`config.mk`:
```
export PLATFORM = sky130hd
export DESIGN_NAME = frame_parity_unit
export DESIGN_NICKNAME = d
export VERILOG_FILES = /design/src/hw/frame_parity_pkg.sv /design/src/hw/byte_parity_stage.sv /design/src/hw/parity_beat_fifo.sv /design/src/hw/frame_parity_packer.sv /design/src/hw/frame_parity_unit.sv
export SDC_FILE = /design/constraint.sdc
export NUM_CORES = 1
export LEC_CHECK = 0
export BUFFER_PORTS_ARGS = -buffer_cell sky130_fd_sc_hd__buf_4
export CORE_MARGIN = 2
export CORE_UTILIZATION = 60
export DETAILED_ROUTE_END_ITERATION = 12
export PLACE_DENSITY = 0.78
export REMOVE_ABC_BUFFERS = 1
export SYNTH_ARGS = -nofsm -noshare
export SYNTH_HDL_FRONTEND = slang
export SYNTH_SLANG_ARGS = --single-unit
```
`constraint.sdc`:
```
create_clock -name clk -period 3.8 [get_ports clk]
set_input_delay 0.19 -clock clk [delete_from_list [all_inputs] [get_ports clk]]
set_output_delay 0.19 -clock clk [all_outputs]
set_load 0.02 [all_outputs]
```
`src/hw/frame_parity_pkg.sv`:
```
// frame parity types shared by the parity stage, the beat FIFO and the frame packer
`default_nettype none

package frame_parity_pkg;

    // widths here are tied to the 8-bit mask, so they stay fixed
    typedef logic [7:0] data_byte_t;     // one stream byte
    typedef logic [3:0] frame_count_t;   // bytes seen in a frame, saturates at 15
    typedef logic [7:0] parity_mask_t;   // bit i = parity of byte i

    // one beat per input byte, the byte itself is dropped after the parity stage
    typedef struct packed {
        logic parity;   // 1 for an even number of ones
        logic last;     // final byte of the frame
    } parity_beat_t;

    // result of one frame as seen on the output link
    typedef struct packed {
        parity_mask_t mask;
        frame_count_t count;
        logic         overflow;  // frame longer than the mask
    } frame_summary_t;

endpackage

`default_nettype wire

```
`src/hw/byte_parity_stage.sv`:
```
// byte parity stage: registers the XNOR parity and last flag of every accepted byte
`timescale 1ns/1ps
`default_nettype none

module byte_parity_stage (
    input  wire                           clk,
    input  wire                           rst_n,
    input  wire frame_parity_pkg::data_byte_t data_in,
    input  wire                           last_in,
    input  wire                           valid_in,
    output logic                          ready_out,
    output frame_parity_pkg::parity_beat_t beat_out,
    output logic                          valid_out,
    input  wire                           ready_in
);
    import frame_parity_pkg::*;

    logic [3:0]   xor_pair;     // first level of the tree
    logic [1:0]   xor_quad;     // second level
    logic         parity_xnor;
    logic         take_byte;
    parity_beat_t beat_q;
    logic         valid_q;

    // balanced XOR tree over the byte
    assign xor_pair[0] = data_in[0] ^ data_in[1];
    assign xor_pair[1] = data_in[2] ^ data_in[3];
    assign xor_pair[2] = data_in[4] ^ data_in[5];
    assign xor_pair[3] = data_in[6] ^ data_in[7];

    assign xor_quad[0] = xor_pair[0] ^ xor_pair[1];
    assign xor_quad[1] = xor_pair[2] ^ xor_pair[3];

    assign parity_xnor = ~(xor_quad[0] ^ xor_quad[1]);  // even ones -> 1

    // empty, or the held beat leaves this cycle
    assign ready_out = !valid_q || ready_in;
    assign take_byte = valid_in && ready_out;

    assign beat_out  = beat_q;
    assign valid_out = valid_q;

    always_ff @(posedge clk or negedge rst_n) begin
        if (!rst_n) begin
            valid_q <= 1'b0;
        end else if (take_byte) begin
            valid_q <= 1'b1;
        end else if (ready_in) begin
            valid_q <= 1'b0;  // held beat taken, nothing new
        end
    end

    always_ff @(posedge clk) begin
        if (take_byte) begin
            beat_q.parity <= parity_xnor;
            beat_q.last   <= last_in;
        end
    end

endmodule

`default_nettype wire

```
`src/hw/parity_beat_fifo.sv`:
```
// parity beat FIFO: circular buffer with show-ahead read and valid-ready on both ports
`timescale 1ns/1ps
`default_nettype none

module parity_beat_fifo #(
    parameter int FIFO_DEPTH = 4
) (
    input  wire                             clk,
    input  wire                             rst_n,
    input  wire frame_parity_pkg::parity_beat_t wr_beat,
    input  wire                             wr_valid,
    output logic                            wr_ready,
    output frame_parity_pkg::parity_beat_t  rd_beat,
    output logic                            rd_valid,
    input  wire                             rd_ready
);
    import frame_parity_pkg::*;

    localparam int PTR_W = $clog2(FIFO_DEPTH);
    localparam logic [PTR_W:0] FULL_COUNT = (PTR_W + 1)'(FIFO_DEPTH);

    parity_beat_t     mem [FIFO_DEPTH];
    logic [PTR_W-1:0] wr_ptr_q;   // wraps on its own, depth is a power of two
    logic [PTR_W-1:0] rd_ptr_q;
    logic [PTR_W:0]   count_q;    // occupancy, 0 .. FIFO_DEPTH
    logic             wr_fire;
    logic             rd_fire;

    assign wr_ready = (count_q != FULL_COUNT);
    assign rd_valid = (count_q != '0);

    assign wr_fire = wr_valid && wr_ready;
    assign rd_fire = rd_valid && rd_ready;

    // head entry always on the output
    assign rd_beat = mem[rd_ptr_q];

    always_ff @(posedge clk) begin
        if (wr_fire) begin
            mem[wr_ptr_q] <= wr_beat;
        end
    end

    always_ff @(posedge clk or negedge rst_n) begin
        if (!rst_n) begin
            wr_ptr_q <= '0;
            rd_ptr_q <= '0;
            count_q  <= '0;
        end else begin
            if (wr_fire) begin
                wr_ptr_q <= wr_ptr_q + 1'b1;
            end
            if (rd_fire) begin
                rd_ptr_q <= rd_ptr_q + 1'b1;
            end

            // simultaneous read and write leaves the count alone
            case ({wr_fire, rd_fire})
                2'b10:   count_q <= count_q + 1'b1;
                2'b01:   count_q <= count_q - 1'b1;
                default: count_q <= count_q;
            endcase
        end
    end

endmodule

`default_nettype wire

```
`src/hw/frame_parity_packer.sv`:
```
// frame packer: collects the parity beats of a frame into a mask, count and overflow summary
`timescale 1ns/1ps
`default_nettype none

module frame_parity_packer #(
    parameter int MAX_FRAME_BYTES = 8
) (
    input  wire                             clk,
    input  wire                             rst_n,
    input  wire frame_parity_pkg::parity_beat_t beat_in,
    input  wire                             beat_valid,
    output logic                            beat_ready,
    output frame_parity_pkg::frame_summary_t summary,
    output logic                            summary_valid,
    input  wire                             summary_ready
);
    import frame_parity_pkg::*;

    typedef enum logic {
        COLLECT,
        HOLD
    } pack_state_t;

    localparam frame_count_t MASK_LIMIT = frame_count_t'(MAX_FRAME_BYTES);
    localparam frame_count_t COUNT_MAX  = '1;

    pack_state_t    state_q;
    parity_mask_t   mask_q;       // frame being assembled
    frame_count_t   count_q;
    logic           overflow_q;
    frame_summary_t summary_q;    // finished frame waiting for the consumer

    parity_mask_t   mask_next;
    frame_count_t   count_next;
    logic           overflow_next;
    logic           beat_fire;

    assign beat_ready    = (state_q == COLLECT);
    assign beat_fire     = beat_valid && beat_ready;
    assign summary       = summary_q;
    assign summary_valid = (state_q == HOLD);

    // frame state with the incoming beat folded in
    always_comb begin
        mask_next     = mask_q;
        overflow_next = overflow_q;
        if (count_q < MASK_LIMIT) begin
            mask_next[count_q[2:0]] = beat_in.parity;  // count below 8 here
        end else begin
            overflow_next = 1'b1;  // no mask bit left
        end
        count_next = (count_q == COUNT_MAX) ? count_q : count_q + 1'b1;
    end

    always_ff @(posedge clk or negedge rst_n) begin
        if (!rst_n) begin
            state_q    <= COLLECT;
            mask_q     <= '0;
            count_q    <= '0;
            overflow_q <= 1'b0;
        end else begin
            case (state_q)
                COLLECT: begin
                    if (beat_fire && beat_in.last) begin
                        // start the next frame clean
                        mask_q     <= '0;
                        count_q    <= '0;
                        overflow_q <= 1'b0;
                        state_q    <= HOLD;
                    end else if (beat_fire) begin
                        mask_q     <= mask_next;
                        count_q    <= count_next;
                        overflow_q <= overflow_next;
                    end
                end
                HOLD: begin
                    if (summary_ready) begin
                        state_q <= COLLECT;  // summary taken
                    end
                end
                default: state_q <= COLLECT;
            endcase
        end
    end

    // capture on the last beat, held through back-pressure
    always_ff @(posedge clk) begin
        if (beat_fire && beat_in.last) begin
            summary_q.mask     <= mask_next;
            summary_q.count    <= count_next;
            summary_q.overflow <= overflow_next;
        end
    end

endmodule

`default_nettype wire

```
`src/hw/frame_parity_unit.sv`:
```
// frame parity unit top: parity stage, beat FIFO and frame packer chained on valid-ready links
`timescale 1ns/1ps
`default_nettype none

module frame_parity_unit #(
    parameter int FIFO_DEPTH      = 4,  // power of two
    parameter int MAX_FRAME_BYTES = 8   // 1 .. 8 mask bits in use
) (
    input  wire                              clk,
    input  wire                              rst_n,
    input  wire frame_parity_pkg::data_byte_t data_in,
    input  wire                              last_in,
    input  wire                              valid_in,
    output logic                             ready_out,
    output frame_parity_pkg::frame_summary_t summary,
    output logic                             summary_valid,
    input  wire                              summary_ready
);
    import frame_parity_pkg::*;

    // stage to FIFO
    parity_beat_t stage_beat;
    logic         stage_valid;
    logic         fifo_wr_ready;

    // FIFO to packer
    parity_beat_t fifo_beat;
    logic         fifo_valid;
    logic         packer_ready;

    byte_parity_stage u_stage (
        .clk       (clk),
        .rst_n     (rst_n),
        .data_in   (data_in),
        .last_in   (last_in),
        .valid_in  (valid_in),
        .ready_out (ready_out),
        .beat_out  (stage_beat),
        .valid_out (stage_valid),
        .ready_in  (fifo_wr_ready)
    );

    parity_beat_fifo #(
        .FIFO_DEPTH (FIFO_DEPTH)
    ) u_fifo (
        .clk      (clk),
        .rst_n    (rst_n),
        .wr_beat  (stage_beat),
        .wr_valid (stage_valid),
        .wr_ready (fifo_wr_ready),
        .rd_beat  (fifo_beat),
        .rd_valid (fifo_valid),
        .rd_ready (packer_ready)
    );

    // back-pressure from summary_ready ripples back to ready_out
    frame_parity_packer #(
        .MAX_FRAME_BYTES (MAX_FRAME_BYTES)
    ) u_packer (
        .clk           (clk),
        .rst_n         (rst_n),
        .beat_in       (fifo_beat),
        .beat_valid    (fifo_valid),
        .beat_ready    (packer_ready),
        .summary       (summary),
        .summary_valid (summary_valid),
        .summary_ready (summary_ready)
    );

endmodule

`default_nettype wire

```
# Yosys cells after proc, flatten, opt, wreduce, memory -nomap -nowiden
# Memories as Yosys holds them, arrays and structs flattened.
# Cells that the tools add are included.
[totals]
regBits = 37
mem_count = 1
out_inout_bits = 15
mem_bits_rw = 8
word_cells = 67
inputBits = 13
[mem_list]
columns = ["memory", "words", "width", "rd", "rd_clocked_by_memory_dff", "wr", "line_no", "source"]
rows = [
  ["u_fifo.mem", 4, 2, 1, 0, 1, "parity_beat_fifo.sv:22", "parity_beat_t mem [FIFO_DEPTH];"],
]
[classes]
bitwise = 9
addsub = 5
n_mux = 20
reduce_logical = 12
n_eq_ne = 4
magnitude_cmp = 3
[ops]
columns = ["cell", "count"]
rows = [
  ["2-to-1 mux 8 bit", 3],
  ["2-to-1 mux 4 bit", 3],
  ["2-to-1 mux 1 bit", 10],
  ["bitwise mux 8 bit", 1],
  ["XOR 1 bit", 7],
  ["one-hot mux 3 bit (2 select lines)", 1],
  ["nonzero test 2 bit", 3],
  ["logical AND 1 bit", 5],
  ["adder 2 x 1 -> 2 bit, second input constant", 2],
  ["adder 4 x 1 -> 4 bit, second input constant", 1],
  ["== test 4 bit, second input constant", 1],
  ["< comparator 3 x 4 -> 1 bit, second input constant", 1],
  ["< comparator 4 bit, second input constant", 1],
  ["adder 3 x 1 -> 3 bit, second input constant", 1],
  ["demux 1 bit (select 3 bit)", 1],
  ["greater-or-equal comparator 3 x 1 -> 1 bit, second input constant", 1],
  ["!= test 3 bit, second input constant", 1],
  ["nonzero test 3 bit", 1],
  ["subtractor 3 x 1 -> 3 bit, second input constant", 1],
  ["== test 2 x 1 -> 1 bit, second input constant", 1],
  ["== test 2 bit, second input constant", 1],
  ["NOT 1 bit", 2],
  ["one-hot mux 1 bit (2 select lines)", 1],
  ["AND reduction 2 bit", 1],
  ["2 further kinds", 2],
]

# Longest topological paths before layout
[logic_depth]
depth_word = 8
mapped_depth = 11
mapped_depth_nobuf = 9

# Modules after synthesis
# A second synthesis with hierarchy kept.
[unflattened]
hier_cells = 165
area_unflattened_um2 = 2252.2
[by_module_without_submodules]
columns = ["module", "n_inst", "cells_each", "area_per_inst_um2", "seq_area_each_um2"]
rows = [
  ["frame_parity_packer", 1, 104, 1370.1, 740.7],
  ["parity_beat_fifo", 1, 48, 716.9, 415.4],
  ["byte_parity_stage", 1, 13, 165.2, 85.1],
]

# Worst setup path after synthesis
# No wires, ideal clock.
[synth_timing]
kind = "reg-to-reg"
start = "register u_packer.state_q (netlist: u_packer.summary_valid)"
end = "register u_fifo.count_q[2]"
synth_period_minus_slack_ns = 2.403
path_slack_ns = 1.397
t_required_ns = 3.721
path_buffers = 3
arrival_time_ns = 2.324
path_stages_with_launch = 12
setup_time_ns = 0.079
path_cell_list = "dfrtp_1 > clkbuf_1 > or2_2 > buf_2 > buf_4 > inv_1 > ha_1 > inv_1 > fa_1 > xor2_1 > nor2_1 > xor2_1"
[synth_via]
elab_chain_len = 4
word_cells_on_any_way = 6
classes_between = "eq/ne (2); mux (1); bitwise (1); reduce/logical (2)"
[synth_lines]
columns = ["element", "line_no", "source"]
rows = [
  ["from (decl)", "frame_parity_packer.sv:27", "pack_state_t state_q;"],
  ["from (signal assigned)", "frame_parity_packer.sv:57", "state_q <= COLLECT;"],
  ["from (signal assigned)", "frame_parity_packer.sv:69", "state_q <= HOLD;"],
  ["from (signal assigned)", "frame_parity_packer.sv:78", "state_q <= COLLECT;"],
  ["NOT 1 bit (no source line) *", "n/a", ""],
  ["logical AND 1 bit *", "parity_beat_fifo.sv:33", "assign rd_fire = rd_valid && rd_ready;"],
  ["named net u_fifo.rd_fire", "parity_beat_fifo.sv:27", "logic rd_fire;"],
  ["== test 2 x 1 -> 1 bit or == test 2 bit (tied branches)", "parity_beat_fifo.sv:58", "case ({wr_fire, rd_fire})"],
  ["one-hot mux 3 bit (2 select lines) or nonzero test 2 bit (tied branches)", "n/a", ""],
  ["to (signal assigned)", "parity_beat_fifo.sv:59", "2'b10: count_q <= count_q + 1'b1;"],
  ["to (signal assigned)", "parity_beat_fifo.sv:60", "2'b01: count_q <= count_q - 1'b1;"],
  ["to (signal assigned)", "parity_beat_fifo.sv:61", "default: count_q <= count_q;"],
  ["to (decl)", "parity_beat_fifo.sv:25", "logic [PTR_W:0] count_q;"],
]
# Mark *: on every way through the listed nets, which the timed path passes. The rest lies on a longest branch.
# A chain may end at the register's enable or synchronous reset.

# Worst setup path after layout
[layout_timing]
start = "register u_fifo.count_q[0]"
end = "register u_fifo.count_q[1]"
[layout_via]
elab_chain_len = 4
word_cells_on_any_way = 10
classes_between = "add/sub (2); eq/ne (3); mux (1); reduce/logical (4)"
[layout_lines]
columns = ["element", "line_no", "source"]
rows = [
  ["nonzero test 3 bit *", "parity_beat_fifo.sv:30", "assign rd_valid = (count_q != '0);"],
  ["logical AND 1 bit *", "parity_beat_fifo.sv:33", ""],
  ["named net u_fifo.rd_fire", "parity_beat_fifo.sv:27", ""],
  ["== test 2 x 1 -> 1 bit or == test 2 bit (tied branches)", "parity_beat_fifo.sv:58", ""],
  ["one-hot mux 3 bit (2 select lines) or nonzero test 2 bit (tied branches)", "n/a", ""],
]
# Marked as above.

==> impl_results.md <==
- Die Y: 64.3 µm
- Pleak: 1.07 nW
- Top Ports: 28
- Crit path max-delay family: simple AND/OR/NAND/NOR gates
- DP Wirelength: 2740 µm
- GR Overflow Total: 0
- Global-route wire length before repair: 6650 µm
- Pwr dens: 856 mW/mm²
- Tmin final: 2.36 ns
- DRC: 0
- Initial antenna violation count: 0
- WP buf/inv: 2
- Routed Antenna Nets: 0
- Area contributors post-synth: edfxtp_1 32%, dfrtp_1 25%, xnor2_1 4.4%, ha_1 3.4%, a221o_1 3.2%
- Routed len/inst: 15.8 µm
- Final Non-Filler Cells: 248
- RSZ-0062 raised after global routing: no
- Post-synth EDFFs: 23
- Fillers: 230
- Outcome: complete, no violations
- Initial Util: 0.638
- Register area share after synthesis: 0.570
- Ys flop type: edfxtp_1
- Overall routed net length: 3910 µm
- Clk root buf: clkbuf_4
- Mapped Area: 0.00218 mm²
- Share of cells above drive strength 1: 0.223
- CTS buffer count: 5
- CTS sink count: 45
- #FFs+latches synth: 45
- Initial DRC count: 150
- Peak supply drop: 0.000537 V
- Synth Area per Inst: 12.6 µm²
- Gate Count Post-Synth: 173
- Postcts setup bufs: 0
- Syn. warnings: 0
- CP peak stage delay: 0.46 ns
- Pre-antenna DRT Iters: 5
- Synth top area share: 0.317
- Most area-hungry cell type in the Yosys netlist: edfxtp_1
- P&R area growth vs syn: 15.9%
- Endpoint class of the critical path: flip-flop
- Worst-path clk slew: 0.11 ns
- Setup CP Type: reg2reg
- Clock Skews: 0.00865 ns
- DIE AREA: 0.00413 mm²
- Cell mode on critical path: inv_1
- CP arrival: 2.63 ns
- Routability cong.: 0.811
- Chip width: 64.3 µm
- Worst-path cell chain: nor3_4 -> or2_2 -> inv_1 -> ha_1 -> inv_1 -> fa_1 -> mux2i_1
- Gr usage total: 0.218
- Diode count: 0
- Required time of the critical path: 4.07 ns
- Slew Limit Headroom: 0.564
- Measured slew at the worst slew-check pin: 0.645 ns
- CTS tree: done
- Core box area: 0.00342 mm²
- Max Clk Rate: 424 MHz
- Tcrit/Tclk final: 0.620
- Port bufs: 27
- Via count: 1447
- Vias per cell: 5.83
- Hold Fails Final Rpt: 0
- Count of final setup violators: 0
- Vias in the first global route: 1466
- Final net count: 221
- Clock Latency Late Sink: 0.36 ns
- FP Rows: 21
- Largest net degree at the start of global routing: 23
- HP Class: in2reg
- Async set or reset register ratio after synthesis: 0.489
- Maxcap violations: 0
- Final Slew Violations: 0
- Inst Count DP: 238
- Final setup TNS: 0 ns
- Count of different cell masters after synthesis: 43
- Crit start category: flip-flop
- Crit-path slowest cell: dfrtp_1
- Crit path max fanout: 14
- Max clock buf depth: 2
- CTS H-tree lvls: 2
metal layers:
layer / wire length, µm / track usage / part of all wire
met1: 1590 / 0.265 / 0.41
met2: 1950 / 0.374 / 0.50
met3: 312 / 0.0581 / 0.080
met4: 61 / 0.0798 / 0.016
met5: 0 / 0 / 0
kinds of logic after synthesis:
group	after synthesis	share of synthesized area
simple gates	47	0.136
xor+xnor	14	0.0563
compound gates	28	0.103
buf+inv	25	0.0465
fa+ha+maj	7	0.0437
mux	7	0.0448
flops	45	0.570
cell usage after synthesis, drive strengths merged, types with 3 or more instances:
master	count
edfxtp	23
nor2	6
xor2	3
nand3	3
inv	17
ha	6
xnor2	11
o21ai	9
nor4b	4
dfrtp	22
and2	6
mux2i	3
nor3	8
buf	4
clkbuf	4
nand2	8
a221o	7
worst register-to-register path, delay by kind of cell, from the launching register on:
kind	cells	cell delay (ns)
AND/OR/NAND/NOR	2	0.80
adder cells (fa/ha/maj)	2	0.65
buffers and inverters	2	0.21
multiplexers	1	0.16
flip-flops	1	0.46
state kept, by name (all words and copies together) (netlist names):
register / count
u_fifo.count_q: 3
u_fifo.mem: 8
u_fifo.rd_ptr_q: 2
u_fifo.wr_ptr_q: 2
u_packer.count_q: 4
u_packer.mask_q: 8
u_packer.overflow_q: 1
u_packer.summary: 13
u_packer.summary_valid: 1
u_stage.beat_out: 2
u_stage.valid_out: 1
cell type report:
cell class              instances  area, µm²  area share
clock buffers                   5       37.5      0.0149
repair buffers                 29        223      0.0883
multi-input cells             103        836       0.331
clock inverters                 3       65.1      0.0258
flip-flops and latches         45       1240       0.492
inverters                      17       63.8      0.0253
well taps                      46       57.6      0.0228
timing repair:
item | in CTS | in global routing
gates resized for setup | 0 | 0
hold buffers | 2 | 0
endpoints found under the hold margin | 23 | 0
final timing paths:
| kind | startpoint | endpoint | slack (ns) | cells past startpoint |
|---|---|---|---|---|
| max reg2reg | u_fifo.count_q[0] | u_fifo.count_q[1] | 1.44 | 7 |
| max in group asynchronous | rst_n | u_packer.mask_q[4] | 3.31 | 2 |
| min reg2reg | u_stage.beat_out[1] | u_fifo.mem[0][1] | 0.52 | 0 |
| min | valid_in | u_stage.valid_out | 0.03 | 2 |
| min in group asynchronous | rst_n | u_packer.mask_q[5] | 0.25 | 2 |
| max | u_fifo.count_q[0] | u_fifo.count_q[1] | 1.44 | 7 |
through the flow:
| stage | total power, W | setup slack [ns] | hold slack [ns] | instance area, µm² | util |
|---|---|---|---|---|---|
| after floorplan | 0.00152 | 1.65 | -0.106 | 2140 | - |
| after global placement | 0.00177 | 1.58 | 0.0976 | 2400 | 0.703 |
| after detailed placement | 0.00182 | 1.50 | 0.100 | 2400 | 0.703 |
| after CTS | 0.00218 | 1.45 | 0.0172 | 2520 | 0.739 |
| after global routing | 0.00231 | 1.23 | 0.0131 | 2520 | 0.739 |
| final | 0.00216 | 1.44 | 0.0278 | 2520 | 0.739 |
power by group:
group          switching, W  internal (W)  leakage [nW]  total, W
combinational      0.000514      0.000377         0.519  0.000891
sequential         0.000168      0.000750         0.500  0.000919
clock              0.000146      0.000204        0.0552  0.000350
cell usage in the layout, fill, tap and decap left out, drive strengths merged, types with 2 or more instances in the layout:
master,n
o41ai,2
or2,2
clkbuf,5
a221o,7
nand2,8
nor4bb,2
ha,6
xnor2,11
nand3,3
and2,6
dlygate4sd3,2
nor3b,2
o31ai,2
nor2,6
buf,27
xor2,3
nor4b,4
edfxtp,23
o21ai,9
mux2i,3
inv,17
mux4,2
mux2,2
bufinv,2
dfrtp,22
nor3,8
Power figures use the tool's default switching activity.
